## src/common/mips_pkg.sv

```systemverilog
package mips_pkg;

	//////////////////////////////////////////////////////////////////////
	// widths and sizes
	//////////////////////////////////////////////////////////////////////

	localparam int WORD_W     = 32;
	localparam int REG_AW     = 5;
	localparam int NUM_REGS   = 1 << REG_AW;
	localparam int IMEM_AW    = 6;
	localparam int DMEM_AW    = 6;
	localparam int IMEM_DEPTH = 1 << IMEM_AW;
	localparam int DMEM_DEPTH = 1 << DMEM_AW;

	typedef logic [WORD_W-1:0]  word_t;
	typedef logic [REG_AW-1:0]  reg_idx_t;
	typedef logic [IMEM_AW-1:0] imem_addr_t;
	typedef logic [DMEM_AW-1:0] dmem_addr_t;
	typedef logic [5:0]         opcode_t;   // also used for funct

	localparam word_t HALT_WORD = '1;      // all ones stops the core

	//////////////////////////////////////////////////////////////////////
	// encodings
	//////////////////////////////////////////////////////////////////////

	localparam opcode_t OP_RTYPE = 6'h00;
	localparam opcode_t OP_J     = 6'h02;
	localparam opcode_t OP_BEQ   = 6'h04;
	localparam opcode_t OP_ADDI  = 6'h08;
	localparam opcode_t OP_LW    = 6'h23;
	localparam opcode_t OP_SW    = 6'h2b;

	localparam opcode_t FN_ADD = 6'h20;
	localparam opcode_t FN_SUB = 6'h22;
	localparam opcode_t FN_AND = 6'h24;
	localparam opcode_t FN_OR  = 6'h25;
	localparam opcode_t FN_SLT = 6'h2a;

	typedef enum logic [2:0] {alu_add, alu_sub, alu_and, alu_or, alu_slt} alu_op_e;

	typedef enum logic [1:0] {st_load, st_run, st_halted} core_state_e;

	//////////////////////////////////////////////////////////////////////
	// pipeline registers
	//////////////////////////////////////////////////////////////////////

	typedef struct packed {
		word_t instr;
		word_t pc_plus4;
		logic  valid;
	} if_id_t;

	typedef struct packed {
		word_t    rs_val;
		word_t    rt_val;
		word_t    imm;          // sign extended
		word_t    pc_plus4;
		reg_idx_t rs;
		reg_idx_t rt;
		reg_idx_t dest;
		alu_op_e  alu_op;
		logic     alu_src_imm;
		logic     reg_write;
		logic     mem_read;
		logic     mem_write;
		logic     branch;
		logic     halt;
		logic     valid;
	} id_ex_t;

	typedef struct packed {
		word_t    alu_out;
		word_t    store_data;
		word_t    branch_target;
		logic     zero;
		reg_idx_t dest;
		logic     reg_write;
		logic     mem_read;
		logic     mem_write;
		logic     branch;
		logic     halt;
		logic     valid;
	} ex_mem_t;

	typedef struct packed {
		word_t    wb_data;
		reg_idx_t dest;
		logic     reg_write;
		logic     halt;
		logic     valid;
	} mem_wb_t;

	typedef struct packed {
		logic     reg_write;
		reg_idx_t dest;
		word_t    wb_data;
	} wb_t;

endpackage

```

## src/fetch/fetch_stage.sv

```systemverilog
`timescale 1ns/10ps

module fetch_stage (
	input  logic                 clk,
	input  logic                 arst_n,
	input  logic                 prog_load,
	input  logic                 prog_we,
	input  mips_pkg::imem_addr_t prog_addr,
	input  mips_pkg::word_t      prog_data,
	input  logic                 stall,
	input  logic                 jump_take,
	input  mips_pkg::word_t      jump_target,
	input  logic                 branch_take,
	input  mips_pkg::word_t      branch_target,
	input  logic                 halt_seen,
	output mips_pkg::if_id_t     if_id,
	output mips_pkg::word_t      pc,
	output logic                 halted
);
	import mips_pkg::*;

	core_state_e state;
	core_state_e state_nxt;
	word_t       imem [IMEM_DEPTH];
	imem_addr_t  fetch_idx;
	word_t       instr;
	word_t       pc_plus4;
	word_t       pc_nxt;
	logic        fetch_halt;
	logic        run;

	//////////////////////////////////////////////////////////////////////
	// core run / halt control
	//////////////////////////////////////////////////////////////////////

	always_comb begin
		state_nxt = state;
		case (state)
			st_load: begin
				if (!prog_load)
					state_nxt = st_run;
			end
			st_run: begin
				if (prog_load)
					state_nxt = st_load;
				else if (halt_seen)
					state_nxt = st_halted;
			end
			st_halted: begin
				if (prog_load)
					state_nxt = st_load;
			end
			default: state_nxt = st_load;
		endcase
	end

	always_ff @(posedge clk or negedge arst_n) begin
		if (!arst_n)
			state <= st_load;
		else
			state <= state_nxt;
	end

	assign halted = (state == st_halted);
	assign run    = (state == st_run) && !prog_load;

	//////////////////////////////////////////////////////////////////////
	// instruction memory and PC
	//////////////////////////////////////////////////////////////////////

	always_ff @(posedge clk) begin
		if (prog_load && prog_we)
			imem[prog_addr] <= prog_data;   // program load port
	end

	assign fetch_idx  = pc[IMEM_AW+1:2];
	assign instr      = imem[fetch_idx];
	assign pc_plus4   = pc + 32'd4;
	assign fetch_halt = (instr == HALT_WORD);   // park on the halt word

	always_comb begin
		if (branch_take)
			pc_nxt = branch_target;
		else if (jump_take)
			pc_nxt = jump_target;
		else if (stall || fetch_halt)
			pc_nxt = pc;
		else
			pc_nxt = pc_plus4;
	end

	always_ff @(posedge clk or negedge arst_n) begin
		if (!arst_n)
			pc <= '0;
		else if (prog_load)
			pc <= '0;
		else if (run)
			pc <= pc_nxt;
	end

	always_ff @(posedge clk or negedge arst_n) begin
		if (!arst_n) begin
			if_id <= '0;
		end else if (prog_load || state == st_load) begin
			if_id <= '0;                    // drain while loading
		end else if (run) begin
			if (branch_take || jump_take)
				if_id.valid <= 1'b0;        // squash wrong-path fetch
			else if (!stall)
				if_id <= '{instr: instr, pc_plus4: pc_plus4, valid: 1'b1};
		end
	end

endmodule

```

## config.mk

```make
export PLATFORM = sky130hd
export DESIGN_NAME = fetch_stage
export DESIGN_NICKNAME = d
export VERILOG_FILES = /design/src/common/mips_pkg.sv /design/src/fetch/fetch_stage.sv
export SDC_FILE = /design/constraint.sdc
export NUM_CORES = 2
export LEC_CHECK = 0
export ABC_AREA = 1
export BUFFER_PORTS_ARGS = -buffer_cell sky130_fd_sc_hd__buf_2
export CAP_MARGIN = 20
export CORE_MARGIN = 3
export CORE_UTILIZATION = 35
export DETAILED_ROUTE_END_ITERATION = 16
export SYNTH_ARGS = -nofsm -noshare
export SYNTH_HDL_FRONTEND = slang
export SYNTH_SLANG_ARGS = --single-unit
```

## constraint.sdc

```tcl
create_clock -name clk -period 2.6 [get_ports clk]
set_clock_uncertainty 0.1 [all_clocks]
set_input_delay 0.39 -clock clk [delete_from_list [all_inputs] [get_ports clk]]
set_output_delay 0.39 -clock clk [all_outputs]
set_load 0.02 [all_outputs]
```

==> out/metrics.yaml <==
floorplan:
  die_h_um: 510.8
  floorplan.die_area_um2: 260900
  fp-row-count: 184
  boundaryPins: 208
  floorplan.core_area_um2: 252300
  die_width_um: 510.8
  initial_utilization: 0.3535
critical_path:
  worstPathMaxFanout: 17
  path_class: "reg2reg"
  timing.critical_path.required_ns: 3.25
  timing.critical_path.from_type: "flop"
  timing.critical_path.mode_cell: "sky130_fd_sc_hd__nand2_1"
  timing.rr.end: "pc[13]"
  crit_path_max_incr_delay_ns: 0.52
  worst-r2r-cell-count: 20
  cp.depth: 20
  cp_data_arrival_time_ns: 4.18
  cp-end-kind: "flop"
  worst-r2r-setup-slack_ns: -0.93
  critPathSlowestCell: "sky130_fd_sc_hd__dfrtp_4"
  timing.critical_path.cells: "buf_12 -> inv_16 -> buf_16 -> clkbuf_16 -> nor2_1 -> o211ai_1 -> nand3_1 -> nand2_1 -> nand3_1 -> nand2_2 -> nand2_1 -> nor2_1 -> nand2_1 -> nor2_4 -> nand2_4 -> nand2_4 -> nand2_8 -> clkbuf_16 -> nand2_2 -> nand2_1"
  timing.critical_path.max_delay_family: "simple AND/OR/NAND/NOR gates"
  rr_startpoint: "pc[2]"
  crit_buf_inv: 5
flow_run:
  max_cap_viols: 0
sta:
  setup_violations: 80
  slew_limit_fails: 0
  period_needed_ns: 3.531
  fmax_mhz: 283.2
  final-hold-violation-count: 0
  timing.slew.headroom: 0.3571
  worst_slew_pin_slew_ns: 0.9643
  fin_ws_ns: -0.9310
  period_share: 1.358
  totalNegativeSetupSlack_ns: -37.35
  rsz0062_at_grt: "true"
global_routing:
  grt_max_degree: 67
  first_global_vias: 60880
  global_route_wire_length_before_repair_um: 414300
  gr-usage-all-layers: 0.2121
  total_grt_overflow: 0
  antenna_violations_before_repair: 24
placed_design:
  gpl.final_weighted_congestion: 0.9456
  dpl-instance-area_um2: 99990
  port_buffer_count: 207
  pre_cts_slack_ns: -1.275
  estimated_wirelength_of_the_detail_placed_design_um: 171100
logic_synthesis:
  netlist.area_leader.share: 0.6895
  yosysSeqAreaShare: 0.7173
  synth_commonest_cells: "sky130_fd_sc_hd__nand2_1, sky130_fd_sc_hd__edfxtp_1, sky130_fd_sc_hd__nor2_1"
  synth_most_common_cell: "sky130_fd_sc_hd__nand2_1"
  synthesis.instances: 8099
  synthesis.area_um2: 89190
  synth_nets: 8210
  edff_count_synth: 2048
  postSynth.asyncResetShare: 0.04611
  ys.warnings.count: 0
  yosys_most_used_dff: "sky130_fd_sc_hd__edfxtp_1"
  post_synth_num_cell_types: 41
  netlist_top_cells_area: "sky130_fd_sc_hd__edfxtp_1, sky130_fd_sc_hd__nand2_1, sky130_fd_sc_hd__nor2_1, sky130_fd_sc_hd__nand3_1, sky130_fd_sc_hd__o21ai_0"
  flop_and_latch_count_out_of_synthesis: 2147
  synth_area_per_inst_um2: 11.01
  yosysTopAreaCell: "sky130_fd_sc_hd__edfxtp_1"
drt:
  drt_iter0_markers: 8247
  avgViaCountPerCell: 5.250
  routed_wirelength_um: 293100
  firstDrtPassIters: 6
  route.vias.total: 65040
  remaining_drc_errors: 0
  ant_nets: 0
  wl_per_cell_um: 23.66
cts:
  cts_tree: "done"
  cts_buffers: 217
  root_buffer: "sky130_fd_sc_hd__clkbuf_16"
  cts.htree.levels: 4
  clock_latency_ns: 0.89
  numClockSinks: 2147
  clock_path_buffers: 3
  worst_setup_hold_path_clk_slew_ns: 0.07
layout:
  final_area_um2: 111500
  nNetsFinal: 8966
  area.growth.synth_to_final_pct: 24.96
  drive_above_1_share: 0.1799
min_path:
  worst_hold_startpoint: "jump_target[10]"
  min_path_cells: 6
  holdCritPathClass: "in2reg"
  hold-path-endpoint: "pc[10]"
outcome:
  outcome: "finished, violations left"
  violations: "setup timing"
power_and_ir_drop:
  power.density_cell_area_nw_per_um2: 736.5
  leakagePower_nw: 42.56
  vdd_ir_drop_max_mv: 0.7297
[per-layer routing]
| metal | vias up | share of wire | global-route usage |
|---|---|---|---|
| met4 | 6 | 0.036 | 0.07070 |
| met5 | - | 0.00013 | 0 |
| met2 | 3466 | 0.45 | 0.3342 |
| met1 | 31920 | 0.41 | 0.2969 |
| li1 | 29110 | - | - |
| met3 | 539 | 0.10 | 0.03733 |
[worst reg2reg max path, delay by kind of cell, from the launching register on]
| family | cells | cell delay [ns] |
|---|---|---|
| AOI/OAI and AO/OA | 1 | 0.17 |
| buffers and inverters | 5 | 1.01 |
| DFF | 1 | 0.52 |
| and+or+nand+nor | 14 | 1.60 |
[report_power, final]
group / internal (mW) / total (mW) / switching (mW)
Sequential: 38.1 / 38.2 / 0.136
Combinational: 4.82 / 13.5 / 8.69
Clock: 16.8 / 30.4 / 13.5
Total: 59.7 / 82.1 / 22.4
[area by class of cell]
class	count	area, um^2
multi-input cells	5006	23140
inverters	476	1842
well taps	3348	4189
flip-flops and latches	2147	63990
repair buffers	1005	11380
clock inverters	116	1145
fillers	22880	140900
clock buffers	282	5705
diodes	6	15.01
repair inverters	2	50.05
[worst max-delay path by stage]
stage,endpoint,startpoint,slack [ns]
finish,pc[13],pc[2],-0.93
global route,pc[21],pc[2],-1.02
floorplan,imem[0][0],prog_load,-0.41
CTS,pc[17],pc[2],-0.90
detailed placement,pc[3],pc[2],-1.27
global placement,pc[19],pc[2],-1.25
[logic make-up (layout without fill, tap and decap cells)]
family,after synthesis,in the layout,share of synthesized area
compound gates,878,878,0.05311
xor+xnor,22,22,0.002160
fa+ha+maj,1,1,0.0001403
buf+inv,946,1881,0.04355
flops,2147,2147,0.7173
other cells,0,6,0
simple gates,4105,4105,0.1837
[stage by stage]
stage / cells / hold slack [ns] / power [mW] / utilization
3_5_place_dp: 11780 / 0.3031 / 50.36 / 0.3963
2_1_floorplan: 8099 / -0.005591 / 44.20 / -
5_1_grt: 12380 / 0.04730 / 84.72 / 0.4417
6_report: 12390 / 0.05798 / 82.09 / 0.4417
3_3_place_gp: 11780 / 0.2916 / 50.30 / 0.3963
4_1_cts: 12300 / 0.005480 / 81.09 / 0.4318
[timing repair]
action | 4_1_cts | 5_1_grt
pin swaps | 17 | 112
hold endpoints to repair | 1406 | 0
hold buffers | 95 | 0
cloned | 11 | 34
endpoints found under the setup margin | 78 | 81
gates resized for setup | 167 | 399
setup buffers | 20 | 56
[cell usage in the layout (no fill, tap or decap), drive strengths merged, types with 19 or more instances in the layout]
cell type,netlist,layout
buf,266,878
o221ai,27,27
inv,473,482
nand4,19,19
clkbuf,204,312
edfxtp,2048,2048
dlygate4sd3,0,94
nand2,2212,2212
clkinv,3,94
a21oi,106,106
o21ai,651,651
dfrtp,99,99
nor2,1171,1171
o211ai,83,83
nand3,687,687
[sequential cells by signal, summed over array words and instances (netlist names)]
| name | count |
|---|---|
| pc | 32 |
| if_id | 65 |
| imem | 2048 |
| state | 2 |
No activity file was read; power rests on OpenSTA's default activity.
