<file path="src/common/mips_pkg.sv">
package mips_pkg;

	//////////////////////////////////////////////////////////////////////
	// widths and sizes
	//////////////////////////////////////////////////////////////////////

	localparam int WORD_W     = 32;
	localparam int REG_AW     = 5;
	localparam int NUM_REGS   = 1 << REG_AW;
	localparam int IMEM_AW    = 6;
	localparam int DMEM_AW    = 6;
	localparam int IMEM_DEPTH = 1 << IMEM_AW;
	localparam int DMEM_DEPTH = 1 << DMEM_AW;

	typedef logic [WORD_W-1:0]  word_t;
	typedef logic [REG_AW-1:0]  reg_idx_t;
	typedef logic [IMEM_AW-1:0] imem_addr_t;
	typedef logic [DMEM_AW-1:0] dmem_addr_t;
	typedef logic [5:0]         opcode_t;   // also used for funct

	localparam word_t HALT_WORD = '1;      // all ones stops the core

	//////////////////////////////////////////////////////////////////////
	// encodings
	//////////////////////////////////////////////////////////////////////

	localparam opcode_t OP_RTYPE = 6'h00;
	localparam opcode_t OP_J     = 6'h02;
	localparam opcode_t OP_BEQ   = 6'h04;
	localparam opcode_t OP_ADDI  = 6'h08;
	localparam opcode_t OP_LW    = 6'h23;
	localparam opcode_t OP_SW    = 6'h2b;

	localparam opcode_t FN_ADD = 6'h20;
	localparam opcode_t FN_SUB = 6'h22;
	localparam opcode_t FN_AND = 6'h24;
	localparam opcode_t FN_OR  = 6'h25;
	localparam opcode_t FN_SLT = 6'h2a;

	typedef enum logic [2:0] {alu_add, alu_sub, alu_and, alu_or, alu_slt} alu_op_e;

	typedef enum logic [1:0] {st_load, st_run, st_halted} core_state_e;

	//////////////////////////////////////////////////////////////////////
	// pipeline registers
	//////////////////////////////////////////////////////////////////////

	typedef struct packed {
		word_t instr;
		word_t pc_plus4;
		logic  valid;
	} if_id_t;

	typedef struct packed {
		word_t    rs_val;
		word_t    rt_val;
		word_t    imm;          // sign extended
		word_t    pc_plus4;
		reg_idx_t rs;
		reg_idx_t rt;
		reg_idx_t dest;
		alu_op_e  alu_op;
		logic     alu_src_imm;
		logic     reg_write;
		logic     mem_read;
		logic     mem_write;
		logic     branch;
		logic     halt;
		logic     valid;
	} id_ex_t;

	typedef struct packed {
		word_t    alu_out;
		word_t    store_data;
		word_t    branch_target;
		logic     zero;
		reg_idx_t dest;
		logic     reg_write;
		logic     mem_read;
		logic     mem_write;
		logic     branch;
		logic     halt;
		logic     valid;
	} ex_mem_t;

	typedef struct packed {
		word_t    wb_data;
		reg_idx_t dest;
		logic     reg_write;
		logic     halt;
		logic     valid;
	} mem_wb_t;

	typedef struct packed {
		logic     reg_write;
		reg_idx_t dest;
		word_t    wb_data;
	} wb_t;

endpackage

</file>
<file path="src/execute/execute_stage.sv">
`timescale 1ns/10ps

module execute_stage (
	input  logic              clk,
	input  logic              arst_n,
	input  mips_pkg::id_ex_t  id_ex,
	input  mips_pkg::wb_t     wb,
	input  logic              flush,
	input  logic              halted,
	output mips_pkg::ex_mem_t ex_mem
);
	import mips_pkg::*;

	word_t   op_a;
	word_t   op_b_reg;
	word_t   op_b;
	word_t   alu_out;
	ex_mem_t ex_nxt;

	// youngest producer wins, loads in EX/MEM are covered by the stall
	function automatic word_t forward(input reg_idx_t idx, input word_t val);
		word_t res;
		if (idx != '0 && ex_mem.valid && ex_mem.reg_write && !ex_mem.mem_read &&
				ex_mem.dest == idx)
			res = ex_mem.alu_out;
		else if (idx != '0 && wb.reg_write && wb.dest == idx)
			res = wb.wb_data;
		else
			res = val;
		return res;
	endfunction

	//////////////////////////////////////////////////////////////////////
	// operands and ALU
	//////////////////////////////////////////////////////////////////////

	always_comb begin
		op_a     = forward(id_ex.rs, id_ex.rs_val);
		op_b_reg = forward(id_ex.rt, id_ex.rt_val);
	end

	assign op_b = id_ex.alu_src_imm ? id_ex.imm : op_b_reg;

	always_comb begin
		case (id_ex.alu_op)
			alu_add: alu_out = op_a + op_b;
			alu_sub: alu_out = op_a - op_b;
			alu_and: alu_out = op_a & op_b;
			alu_or:  alu_out = op_a | op_b;
			alu_slt: alu_out = word_t'($signed(op_a) < $signed(op_b));
			default: alu_out = '0;
		endcase
	end

	//////////////////////////////////////////////////////////////////////
	// EX/MEM register
	//////////////////////////////////////////////////////////////////////

	always_comb begin
		ex_nxt.alu_out       = alu_out;
		ex_nxt.store_data    = op_b_reg;   // sw data is the forwarded rt
		ex_nxt.branch_target = id_ex.pc_plus4 + {id_ex.imm[29:0], 2'b00};
		ex_nxt.zero          = (alu_out == '0);
		ex_nxt.dest          = id_ex.dest;
		ex_nxt.reg_write     = id_ex.reg_write;
		ex_nxt.mem_read      = id_ex.mem_read;
		ex_nxt.mem_write     = id_ex.mem_write;
		ex_nxt.branch        = id_ex.branch;
		ex_nxt.halt          = id_ex.halt;
		ex_nxt.valid         = id_ex.valid && !flush;
	end

	always_ff @(posedge clk or negedge arst_n) begin
		if (!arst_n)
			ex_mem <= '0;
		else if (!halted)
			ex_mem <= ex_nxt;
	end

endmodule

</file>
<file path="config.mk">
export PLATFORM = sky130hd
export DESIGN_NAME = execute_stage
export DESIGN_NICKNAME = d
export VERILOG_FILES = /design/src/common/mips_pkg.sv /design/src/execute/execute_stage.sv
export SDC_FILE = /design/constraint.sdc
export NUM_CORES = 1
export LEC_CHECK = 0
export BUFFER_PORTS_ARGS = -buffer_cell sky130_fd_sc_hd__buf_2
export CORE_MARGIN = 4
export CORE_UTILIZATION = 44
export DETAILED_ROUTE_END_ITERATION = 8
export MAX_ROUTING_LAYER = met4
export PLACE_DENSITY = 0.68
export SETUP_SLACK_MARGIN = 0.5
export SYNTH_ARGS = -nofsm -noshare
export SYNTH_HDL_FRONTEND = slang
export SYNTH_SLANG_ARGS = --single-unit
</file>
<file path="constraint.sdc">
create_clock -name clk -period 14.8 [get_ports clk]
set_input_delay 2.96 -clock clk [delete_from_list [all_inputs] [get_ports clk]]
set_output_delay 2.96 -clock clk [all_outputs]
set_load 0.02 [all_outputs]
</file>
==> metrics.md <==
| Metric | Value |
|---|---|
| Status | `finished clean` |
| Gate Count Post-Synth | `1563` |
| Final HPWL DP | `39.7 mm` |
| Postcts setup bufs | `0` |
| First-pass GRT wire length | `73.5 mm` |
| Sequential power share | `31.0%` |
| Clock Latency Late Sink | `approximately 370 ps` |
| Vias in the first global route | `12394` |
| # hold bufs at CTS | `0` |
| # IOs | `303` |
| Worst path arrival time | `8790 ps` |
| CP max-delay cell | `nor4_1` |
| Area after DPL | `14100 um2` |
| Final WL | `49.5 mm` |
| Biggest regs | `ex_mem (108)` |
| Final setup violation count | `0` |
| Area grow syn2layout | `16.7%` |
| Mean Syn Cell Area | `between 7 and 8 um2` |
| Top FF cell, synth | `dfrtp_1` |
| Fillers | `2753` |
| Post-Layout Inst Area | `14500 um2` |
| Minimum clock period after layout | `8510 ps` |
| Root Driver | `clkbuf_16` |
| Logic pwr share | `47.3%` |
| WP data required | `15080 ps` |
| Worst Setup Start Kind | `primary input` |
| Die Span Y | `176 um` |
| Yosys cell types | `roughly 80` |
| Cell Pwr Density | `roughly 84 nW/um2` |
| Worst-Margin Slew | `1040 ps` |
| Post_cts resized | `0` |
| Worst slew margin | `a little under a third` |
| Skew final | `9.79 ps` |
| Synth top area share | `21.8%` |
| Vias | `13052` |
| Pleak | `6.73 nW` |
| Overall power | `1.22 mW` |
| RSZ-0062 raised after global routing | `false` |
| R2R depth | `18` |
| Reg2reg end | `ex_mem[11]` |
| Crit end category | `flop` |
| FMAX | `117 MHz` |
| Share of layout cells above drive strength 1 | `roughly 25%` |
| Initial Util | `44.6%` |
| Die span in x | `between 150 and 200 um` |
| Synth Register Bits | `roughly 110` |
| Largest Register | `ex_mem` |
| Peak supply drop | `0.0595 mV` |
| Critical path class | `in -> reg` |
| PortBufs | `302` |
| Cell Int Power | `674 uW` |
| Async S/R FF share, synth | `100%` |
| Max reg flops | `around 110` |
| Sw Pwr | `542 uW` |
| Reg-to-reg startpoint | `ex_mem[7]` |
| Most used cell, CP | `nor4_1` |
| DRT iter0 DRCs | `1323` |
| Nets | `2122` |
| Pin count of the biggest net entering global routing | `a little over 70` |
| Synth area leaders | `dfrtp_1, ha_1, mux2_2` |
| Yosys warning total | `0` |
| CP peak stage delay | `670 ps` |
| Syn nets | `1886` |
| RD Place Congestion | `slightly above 1` |
| Final Hold Viols | `0` |
| Post-synth EDFFs | `0` |
| Post-route DRC | `0` |
| Area leader, netlist | `dfrtp_1` |
| Crit-path max FO | `32` |
| Reg2reg setup slack | `8520 ps` |
| Hold Crit Class | `reg -> reg` |
| Setup_tns | `0 ps` |
| Clock network fraction of total power | `between 20% and 30%` |
| Reg clk slew, reported paths | `90 ps` |
| Fraction of power spent switching nets | `between 40% and 50%` |
| Row cnt | `61` |
| Vias per cell | `5.98` |
| Post-detailed-route count of antenna-violating nets | `0` |
| First-pass DRT Iterations | `5` |
| Max_cap viols | `0` |
| CP Cell Sequence | `buf_2 > xor2_1 > nor3_1 > nand3_1 > nor2_4 > buf_4 > mux2i_1 > a21oi_1 > mux2_2 > ha_1 > nor4_1 > nand2_1 > a211oi_2 > nor4_1 > o31ai_1 > a31oi_1 > a311o_1 > nor4bb_1 > o211ai_1 > o41ai_2` |
| Die area | `30900 um2` |
| Final period util | `57.5%` |
| Maximum clock insertion buffer count | `2` |
| Post-synthesis sequential area ratio | `21.8%` |
| WL/cell | `~23 um` |
| Worst hold start | `ex_mem[39]` |
| Max-slew violations | `0` |
| GR Overflow Total | `0` |
| WHS Endpoint | `ex_mem[39]` |
| Mapped cell area | `12400 um2` |
| Antenna violations before repair | `1` |
| Total Routing Usage GR | `31.3%` |
| CTS sink count | `108` |
| Fin Hold WS | `roughly 490 ps` |
| CTS Buf Count | `9` |
| CTS tree | `built` |
| H-tree depth | `3` |
| Core area | `27800 um2` |
| WHS Path Cells | `2` |
==> layout make-up <==
cell class / count / area [um2] / share of cell area [%]
diodes: 1 / 2.50 / 0.0173
clock inverters: 6 / 65.1 / 0.450
flip-flops and latches: 108 / 2700 / 18.7
well taps: 378 / 473 / 3.27
clock buffers: 10 / 239 / 1.65
inverters: 108 / 405 / 2.80
multi-input cells: 1257 / 8950 / 61.9
repair buffers: 315 / 1610 / 11.2
==> through the flow <==
stage / std cells / utilization (%) / worst slack [ps]
global route: 2183 / 52.0 / 5790
detailed placement: 2166 / 50.9 / 6030
CTS: 2182 / 52.0 / 6410
finish: 2183 / 52.0 / 6290
global placement: 2166 / 50.9 / 5960
floorplan: 1563 / - / 7140
==> synthesized netlist by cell type, drive strengths merged (7+ instances only) <==
cell type,instances
nand2,148
a21oi,129
nor2,126
ha,125
o21ai,117
dfrtp,108
inv,108
mux2,89
mux2i,74
clkbuf,68
nor3,45
xnor2,35
a21o,28
nand3,28
buf,22
a211oi,21
o211ai,19
nand2b,18
xor2,18
nor2b,17
o31ai,16
nand4,14
and3,13
nor4,13
o21a,12
a31oi,10
or2,9
a221o,8
or3,8
a2111oi,7
o31a,7
==> layout by cell type (no fill, tap or decap), types with 8 or more instances in the layout <==
cell,instances
buf_2,300
nand2_1,148
a21oi_1,128
ha_1,125
nor2_1,124
o21ai_0,115
dfrtp_1,108
inv_1,107
mux2_2,89
mux2i_1,74
nor3_1,45
xnor2_1,35
nand3_1,28
a21o_1,28
a211oi_1,20
o211ai_1,19
xor2_1,18
nand2b_1,18
nor2b_1,16
o31ai_1,16
buf_4,15
nand4_1,14
and3_1,13
o21a_1,12
nor4_1,11
a31oi_1,10
or2_2,9
clkbuf_16,9
a221o_1,8
==> how the worst max path moves through the flow <==
stage	slack [ps]	end	from
after CTS	6410	ex_mem[11]	wb[35]
after floorplan	7140	ex_mem[11]	wb[35]
after global routing	5790	ex_mem[11]	id_ex[22]
final	6290	ex_mem[11]	wb[35]
after detailed placement	6030	ex_mem[11]	id_ex[23]
after global placement	5960	ex_mem[11]	wb[35]
==> per-layer routing <==
metal | wire, um | vias up | share of wire, % | GRT usage, %
met3 | 3880 | 67 | 7.9 | 5.10
li1 | - | 6126 | - | -
met2 | 22700 | 596 | 46 | 49.6
met4 | 1110 | 0 | 2.2 | 7.96
met5 | 0 | - | 0 | -
met1 | 21800 | 6263 | 44 | 42.2
==> critical path, delay by kind of cell <==
kind                     cells  cell delay, ps
XOR/XNOR                     1             150
multiplexers                 2             590
buffers and inverters        2             650
adder cells (fa/ha/maj)      1             500
AND/OR/NAND/NOR              7            1830
AO/OA/AOI/OAI                7            2080
==> cell families after synthesis <==
| family | Yosys count | share of synthesized area, % |
|---|---|---|
| XOR/XNOR | 53 | 3.75 |
| buffers and inverters | 198 | 6.09 |
| AO/OA/AOI/OAI | 454 | 23.8 |
| flip-flops | 108 | 21.8 |
| adder cells (fa/ha/maj) | 128 | 13.1 |
| multiplexers | 164 | 14.3 |
| AND/OR/NAND/NOR | 458 | 17.2 |
==> power by group through the flow <==
stage          Combinational [mW]  Sequential (mW)  Clock (mW)
5_1_grt                     0.619            0.382       0.277
4_1_cts                     0.567            0.376       0.264
6_report                    0.575            0.377       0.264
3_3_place_gp                0.564            0.380           0
2_1_floorplan               0.317            0.423           0
3_5_place_dp                0.565            0.382           0
Power figures use the tool's default switching activity.
