===== src/common/mips_pkg.sv =====
package mips_pkg;

	//////////////////////////////////////////////////////////////////////
	// widths and sizes
	//////////////////////////////////////////////////////////////////////

	localparam int WORD_W     = 32;
	localparam int REG_AW     = 5;
	localparam int NUM_REGS   = 1 << REG_AW;
	localparam int IMEM_AW    = 6;
	localparam int DMEM_AW    = 6;
	localparam int IMEM_DEPTH = 1 << IMEM_AW;
	localparam int DMEM_DEPTH = 1 << DMEM_AW;

	typedef logic [WORD_W-1:0]  word_t;
	typedef logic [REG_AW-1:0]  reg_idx_t;
	typedef logic [IMEM_AW-1:0] imem_addr_t;
	typedef logic [DMEM_AW-1:0] dmem_addr_t;
	typedef logic [5:0]         opcode_t;   // also used for funct

	localparam word_t HALT_WORD = '1;      // all ones stops the core

	//////////////////////////////////////////////////////////////////////
	// encodings
	//////////////////////////////////////////////////////////////////////

	localparam opcode_t OP_RTYPE = 6'h00;
	localparam opcode_t OP_J     = 6'h02;
	localparam opcode_t OP_BEQ   = 6'h04;
	localparam opcode_t OP_ADDI  = 6'h08;
	localparam opcode_t OP_LW    = 6'h23;
	localparam opcode_t OP_SW    = 6'h2b;

	localparam opcode_t FN_ADD = 6'h20;
	localparam opcode_t FN_SUB = 6'h22;
	localparam opcode_t FN_AND = 6'h24;
	localparam opcode_t FN_OR  = 6'h25;
	localparam opcode_t FN_SLT = 6'h2a;

	typedef enum logic [2:0] {alu_add, alu_sub, alu_and, alu_or, alu_slt} alu_op_e;

	typedef enum logic [1:0] {st_load, st_run, st_halted} core_state_e;

	//////////////////////////////////////////////////////////////////////
	// pipeline registers
	//////////////////////////////////////////////////////////////////////

	typedef struct packed {
		word_t instr;
		word_t pc_plus4;
		logic  valid;
	} if_id_t;

	typedef struct packed {
		word_t    rs_val;
		word_t    rt_val;
		word_t    imm;          // sign extended
		word_t    pc_plus4;
		reg_idx_t rs;
		reg_idx_t rt;
		reg_idx_t dest;
		alu_op_e  alu_op;
		logic     alu_src_imm;
		logic     reg_write;
		logic     mem_read;
		logic     mem_write;
		logic     branch;
		logic     halt;
		logic     valid;
	} id_ex_t;

	typedef struct packed {
		word_t    alu_out;
		word_t    store_data;
		word_t    branch_target;
		logic     zero;
		reg_idx_t dest;
		logic     reg_write;
		logic     mem_read;
		logic     mem_write;
		logic     branch;
		logic     halt;
		logic     valid;
	} ex_mem_t;

	typedef struct packed {
		word_t    wb_data;
		reg_idx_t dest;
		logic     reg_write;
		logic     halt;
		logic     valid;
	} mem_wb_t;

	typedef struct packed {
		logic     reg_write;
		reg_idx_t dest;
		word_t    wb_data;
	} wb_t;

endpackage


===== src/decode/decode_stage.sv =====
`timescale 1ns/10ps

module decode_stage (
	input  logic               clk,
	input  logic               arst_n,
	input  mips_pkg::if_id_t   if_id,
	input  mips_pkg::wb_t      wb,
	input  logic               flush,
	input  logic               halted,
	input  mips_pkg::reg_idx_t dbg_reg_addr,
	output mips_pkg::id_ex_t   id_ex,
	output logic               stall,
	output logic               jump_take,
	output mips_pkg::word_t    jump_target,
	output mips_pkg::word_t    dbg_reg_data
);
	import mips_pkg::*;

	word_t    regs [NUM_REGS];
	word_t    instr;
	opcode_t  opcode;
	opcode_t  funct;
	reg_idx_t rs;
	reg_idx_t rt;
	reg_idx_t rd;
	word_t    imm_ext;
	logic     is_rtype;
	logic     is_alu_r;
	logic     is_addi;
	logic     is_lw;
	logic     is_sw;
	logic     is_beq;
	logic     is_j;
	logic     is_halt;
	logic     uses_rs;
	logic     uses_rt;
	alu_op_e  alu_op;
	word_t    rs_val;
	word_t    rt_val;
	id_ex_t   dec;

	// register read with write-through from the write-back bundle
	function automatic word_t read_reg(input reg_idx_t idx);
		word_t val;
		if (idx == '0)
			val = '0;
		else if (wb.reg_write && wb.dest == idx)
			val = wb.wb_data;
		else
			val = regs[idx];
		return val;
	endfunction

	//////////////////////////////////////////////////////////////////////
	// instruction fields and control
	//////////////////////////////////////////////////////////////////////

	assign instr   = if_id.instr;
	assign opcode  = instr[31:26];
	assign rs      = instr[25:21];
	assign rt      = instr[20:16];
	assign rd      = instr[15:11];
	assign funct   = instr[5:0];
	assign imm_ext = {{16{instr[15]}}, instr[15:0]};

	assign is_halt  = (instr == HALT_WORD);
	assign is_rtype = (opcode == OP_RTYPE);
	assign is_alu_r = is_rtype && (funct inside {FN_ADD, FN_SUB, FN_AND, FN_OR, FN_SLT});
	assign is_addi  = (opcode == OP_ADDI);
	assign is_lw    = (opcode == OP_LW);
	assign is_sw    = (opcode == OP_SW);
	assign is_beq   = (opcode == OP_BEQ);
	assign is_j     = (opcode == OP_J);

	assign uses_rs = is_alu_r || is_addi || is_lw || is_sw || is_beq;
	assign uses_rt = is_alu_r || is_sw || is_beq;

	always_comb begin
		alu_op = alu_add;                   // addi, lw, sw
		if (is_beq) begin
			alu_op = alu_sub;               // zero flag compare
		end else if (is_rtype) begin
			case (funct)
				FN_SUB:  alu_op = alu_sub;
				FN_AND:  alu_op = alu_and;
				FN_OR:   alu_op = alu_or;
				FN_SLT:  alu_op = alu_slt;
				default: alu_op = alu_add;
			endcase
		end
	end

	//////////////////////////////////////////////////////////////////////
	// register file
	//////////////////////////////////////////////////////////////////////

	always_ff @(posedge clk) begin
		if (wb.reg_write && wb.dest != '0 && !halted)
			regs[wb.dest] <= wb.wb_data;
	end

	always_comb begin
		rs_val = read_reg(rs);
		rt_val = read_reg(rt);
	end

	assign dbg_reg_data = (dbg_reg_addr == '0) ? '0 : regs[dbg_reg_addr];

	//////////////////////////////////////////////////////////////////////
	// hazards, jump and the ID/EX register
	//////////////////////////////////////////////////////////////////////

	// load in EX feeding this instruction gets one bubble
	assign stall = if_id.valid && id_ex.valid && id_ex.mem_read && id_ex.dest != '0 &&
		((uses_rs && id_ex.dest == rs) || (uses_rt && id_ex.dest == rt));

	assign jump_take   = if_id.valid && is_j && !flush;
	assign jump_target = {if_id.pc_plus4[31:28], instr[25:0], 2'b00};

	always_comb begin
		dec.rs_val      = rs_val;
		dec.rt_val      = rt_val;
		dec.imm         = imm_ext;
		dec.pc_plus4    = if_id.pc_plus4;
		dec.rs          = rs;
		dec.rt          = rt;
		dec.dest        = is_rtype ? rd : rt;
		dec.alu_op      = alu_op;
		dec.alu_src_imm = is_addi || is_lw || is_sw;
		dec.reg_write   = is_alu_r || is_addi || is_lw;
		dec.mem_read    = is_lw;
		dec.mem_write   = is_sw;
		dec.branch      = is_beq;
		dec.halt        = is_halt;
		dec.valid       = if_id.valid && !stall && !flush;
	end

	always_ff @(posedge clk or negedge arst_n) begin
		if (!arst_n)
			id_ex <= '0;
		else if (!halted)
			id_ex <= dec;
	end

endmodule


===== config.mk =====
export PLATFORM = sky130hd
export DESIGN_NAME = decode_stage
export DESIGN_NICKNAME = d
export VERILOG_FILES = /design/src/common/mips_pkg.sv /design/src/decode/decode_stage.sv
export SDC_FILE = /design/constraint.sdc
export NUM_CORES = 2
export LEC_CHECK = 0
export ABC_CLOCK_PERIOD_IN_PS = 2700
export BUFFER_PORTS_ARGS = -buffer_cell sky130_fd_sc_hd__buf_2
export CORE_MARGIN = 1.5
export CORE_UTILIZATION = 60
export DETAILED_ROUTE_END_ITERATION = 8
export GPL_TIMING_DRIVEN = 0
export HOLD_SLACK_MARGIN = 0.1
export PLACE_DENSITY = 0.78
export REMOVE_ABC_BUFFERS = 1
export SKIP_LAST_GASP = 1
export SYNTH_ARGS = -nofsm -noshare
export SYNTH_HDL_FRONTEND = slang
export SYNTH_SLANG_ARGS = --single-unit

===== constraint.sdc =====
create_clock -name clk -period 2.7 [get_ports clk]
set_input_delay 0.27 -clock clk [delete_from_list [all_inputs] [get_ports clk]]
set_output_delay 0.27 -clock clk [all_outputs]
set_load 0.01 [all_outputs]

==> impl_metrics.py <==
metrics = {
    "run_status": {
        "status": "finished with violations",
        "violations": "capacitance limit, slew limit, setup timing",
    },
    "power_and_ir_drop": {
        "powerDensity_mw_per_mm2": 575.4,
        "power.leakage_uw": 0.02549,
        "vdd_ir_drop_max_v": 0.0005561,
        "power.total_uw": 42130,
    },
    "placed_design": {
        "io_buffers": 328,
        "dpl_cell_area_mm2": 0.06547,
        "dp_hpwl_um": 118200,
        "gp_congestion": 0.8008,
    },
    "global_route": {
        "grt_pass1_vias": 42960,
        "grt_pass1_wl_um": 296800,
        "antenna_found_initial": 8,
        "grt_overflow_total": 0,
        "grt_usage_pct": 40.47,
        "grt_start_max_net_pins": 102,
    },
    "yosys": {
        "ys_async_sr_fraction_pct": 11.80,
        "synth_edf_count": 1024,
        "yosysUniqueCellTypes": 61,
        "synthCells": 3418,
        "netlist_top_cells_area": "edfxtp_1 (50%), mux4_2 (26%), dfrtp_1 (5.6%)",
        "syn_area_mm2": 0.06111,
        "yosys.area.top_type_share_pct": 50.32,
        "synth-seq-area-share_pct": 55.93,
        "synth_top_cell_by_area": "edfxtp_1",
        "synth_top_flop_cell": "edfxtp_1",
        "ys_warn_count": 0,
        "synth-seq-cells": 1161,
        "syn_avg_cell_area_um2": 17.88,
    },
    "sta": {
        "relSlewSlack_pct": -12.29,
        "drv_slew": 8,
        "finalSetupViolCount": 34,
        "min_period_ns": 2.905,
        "fin_skew_ns": 0.02026,
        "worst_slew_pin_slew_ns": 1.678,
        "fmax_mhz": 344.2,
        "finalWorstSetupSlack_ns": -0.2050,
        "period_share_pct": 107.6,
        "hold_viol": 0,
        "rsz0062_at_grt": "yes",
    },
    "drt": {
        "wl_um": 215700,
        "ant_nets": 0,
        "via_per_inst": 8.015,
        "dr.pass1.iters": 8,
        "drt_iter0_drc": 8100,
        "route.vias.total": 43786,
        "avgRoutedWirePerCell_um": 39.49,
        "drc": 0,
    },
    "setup_path": {
        "path_max_fanout": 2,
        "critical_path_class": "flip-flop to output port",
        "cp-start-kind": "flip-flop",
        "cp.arrival_ns": 2.64,
        "crit_path_end_kind": "output port",
        "critPathRequiredTime_ns": 2.43,
    },
    "clock_network": {
        "path_clk_slew_ns": 0.07,
        "cts_root_buf": "clkbuf_16",
        "cts_buffer_depth": 3,
        "cts_tree": "yes",
        "clock_latency_ns": 0.74,
        "cts_made_buffers": 117,
        "cts_max_level": 3,
        "clock-sinks": 1161,
    },
    "final_layout": {
        "multi_input_area_mm2": 0.02564,
        "fill_cells": 5765,
        "area_delta_synth_final_pct": 19.84,
        "fin_nets": 4111,
        "regArea_mm2": 0.03418,
        "finalInstanceArea_mm2": 0.07323,
        "drive_above_1_share_pct": 43.22,
    },
    "floorplan": {
        "floorplan.die.width_um": 322.1,
        "core_area_mm2": 0.1006,
        "std_cell_rows": 116,
        "die_area_mm2": 0.1038,
        "die-height_um": 322.1,
        "initial_utilization_pct": 60.76,
        "pin_count": 331,
    },
    "hold_path": {
        "min_path_type": "input pin to flip-flop",
    },
    "run": {
        "cap_violations": 1,
    },
}
==> path summary, 6_finish.rpt <==
check                             start                to  slack, ns  cells past startpoint
max                        regs[20][28]  dbg_reg_data[28]      -0.21                      5
min                           if_id[63]          id_ex[5]       0.13                      5
max reg2reg                  regs[8][8]         id_ex[97]       0.35                      5
min reg2reg                    id_ex[1]          id_ex[1]       0.49                      2
max in group asynchronous        arst_n        id_ex[132]       1.39                      4
min in group asynchronous        arst_n         id_ex[39]       0.67                      4
==> layer usage <==
metal,vias up,GRT usage [%],share of wire [%]
li1,15960,-,-
met1,21690,51.71,31
met2,4970,60.43,45
met3,1158,14.45,17
met4,8,23.55,7.1
met5,-,0,0.028
==> worst max-delay path, cell delays in order (launching register included) <==
cell and delay (ns):
edfxtp_1 0.46, mux4_2 0.53, mux4_2 0.50, nand2_2 0.11
o21ai_4 0.12, buf_6 0.17
==> final cells by class <==
cell class,instances,share of cell area (%)
timing repair buffer,791,10.64
inverter,35,0.1794
clock inverter,60,0.7483
multi-input combinational,1893,35.02
antenna,4,0.01367
clock buffer,162,4.411
sequential,1161,46.67
tap,1357,2.318
==> stage by stage <==
stage                     util [%]  setup slack, ns  TNS (ns)  std cells  hold WS [ns]
after floorplan                  -          -0.3072    -9.850       3088      -0.02559
after global placement       62.32           -21.58  -6012.63       4773        0.4622
after global routing         72.80          -0.1666    -3.365       5460        0.1656
final                        72.81          -0.2050    -2.367       5463        0.1294
after detailed placement     65.09           -1.262   -740.90       4882        0.1822
after CTS                    72.02          -0.3164    -1.598       5388        0.1159
==> report_power, final <==
| part | switching, µW | internal [µW] |
|---|---|---|
| combinational | 3130 | 2510 |
| sequential | 279 | 19900 |
| clock | 7020 | 9260 |
==> registers in the layout, summed over array words and instances, names as in the netlist <==
signal / cells
id_ex: 137
regs: 1024
==> kinds of logic after synthesis <==
logic type,count (synthesis),synth area share (%)
buf+inv,398,3.315
mux,1045,31.69
xor+xnor,20,0.2866
other cells,1,0.006137
flops,1161,55.93
simple gates,277,2.250
compound gates,516,6.519
==> cells in the final DEF, fill, tap and decap left out, types with 23 or more instances in the layout <==
cell	n
a211oi_1	65
edfxtp_1	1024
conb_1	34
mux2i_1	244
nor2_4	34
nand3_1	29
clkinv_1	26
buf_2	304
clkbuf_1	35
clkbuf_16	127
mux2_2	98
dfrtp_1	135
a221o_1	37
mux4_2	702
inv_1	28
a22oi_1	72
a2111oi_0	23
a22o_1	60
buf_4	226
buf_16	51
o221ai_1	58
buf_12	62
dlygate4sd3_1	97
nor2_1	39
nand2_1	50
o21ai_2	23
o22ai_1	50
==> cells in the mapped netlist, types with 15 or more instances <==
master	count
edfxtp_1	1024
mux4_2	702
mux2i_1	244
clkbuf_1	147
dfrtp_1	137
mux2_2	98
buf_2	95
nor2_1	75
buf_4	73
a22oi_1	72
nand2_1	69
a211oi_1	65
a22o_1	60
o221ai_1	58
o21ai_0	53
o22ai_1	50
a221o_1	37
inv_1	35
buf_1	30
nand3_1	30
a2111oi_0	24
a221oi_1	22
o31ai_1	22
and3_1	20
a211o_1	18
buf_6	17
and2_1	15
==> repair_timing <==
item	in CTS	in global routing
buffers inserted	172	64
cloned	14	7
resized for setup	105	20
hold buffers	98	1
pin swaps	19	5
hold endpoints to repair	1223	3
endpoints found under the setup margin	572	124
No activity file was read; power rests on OpenSTA's default activity.
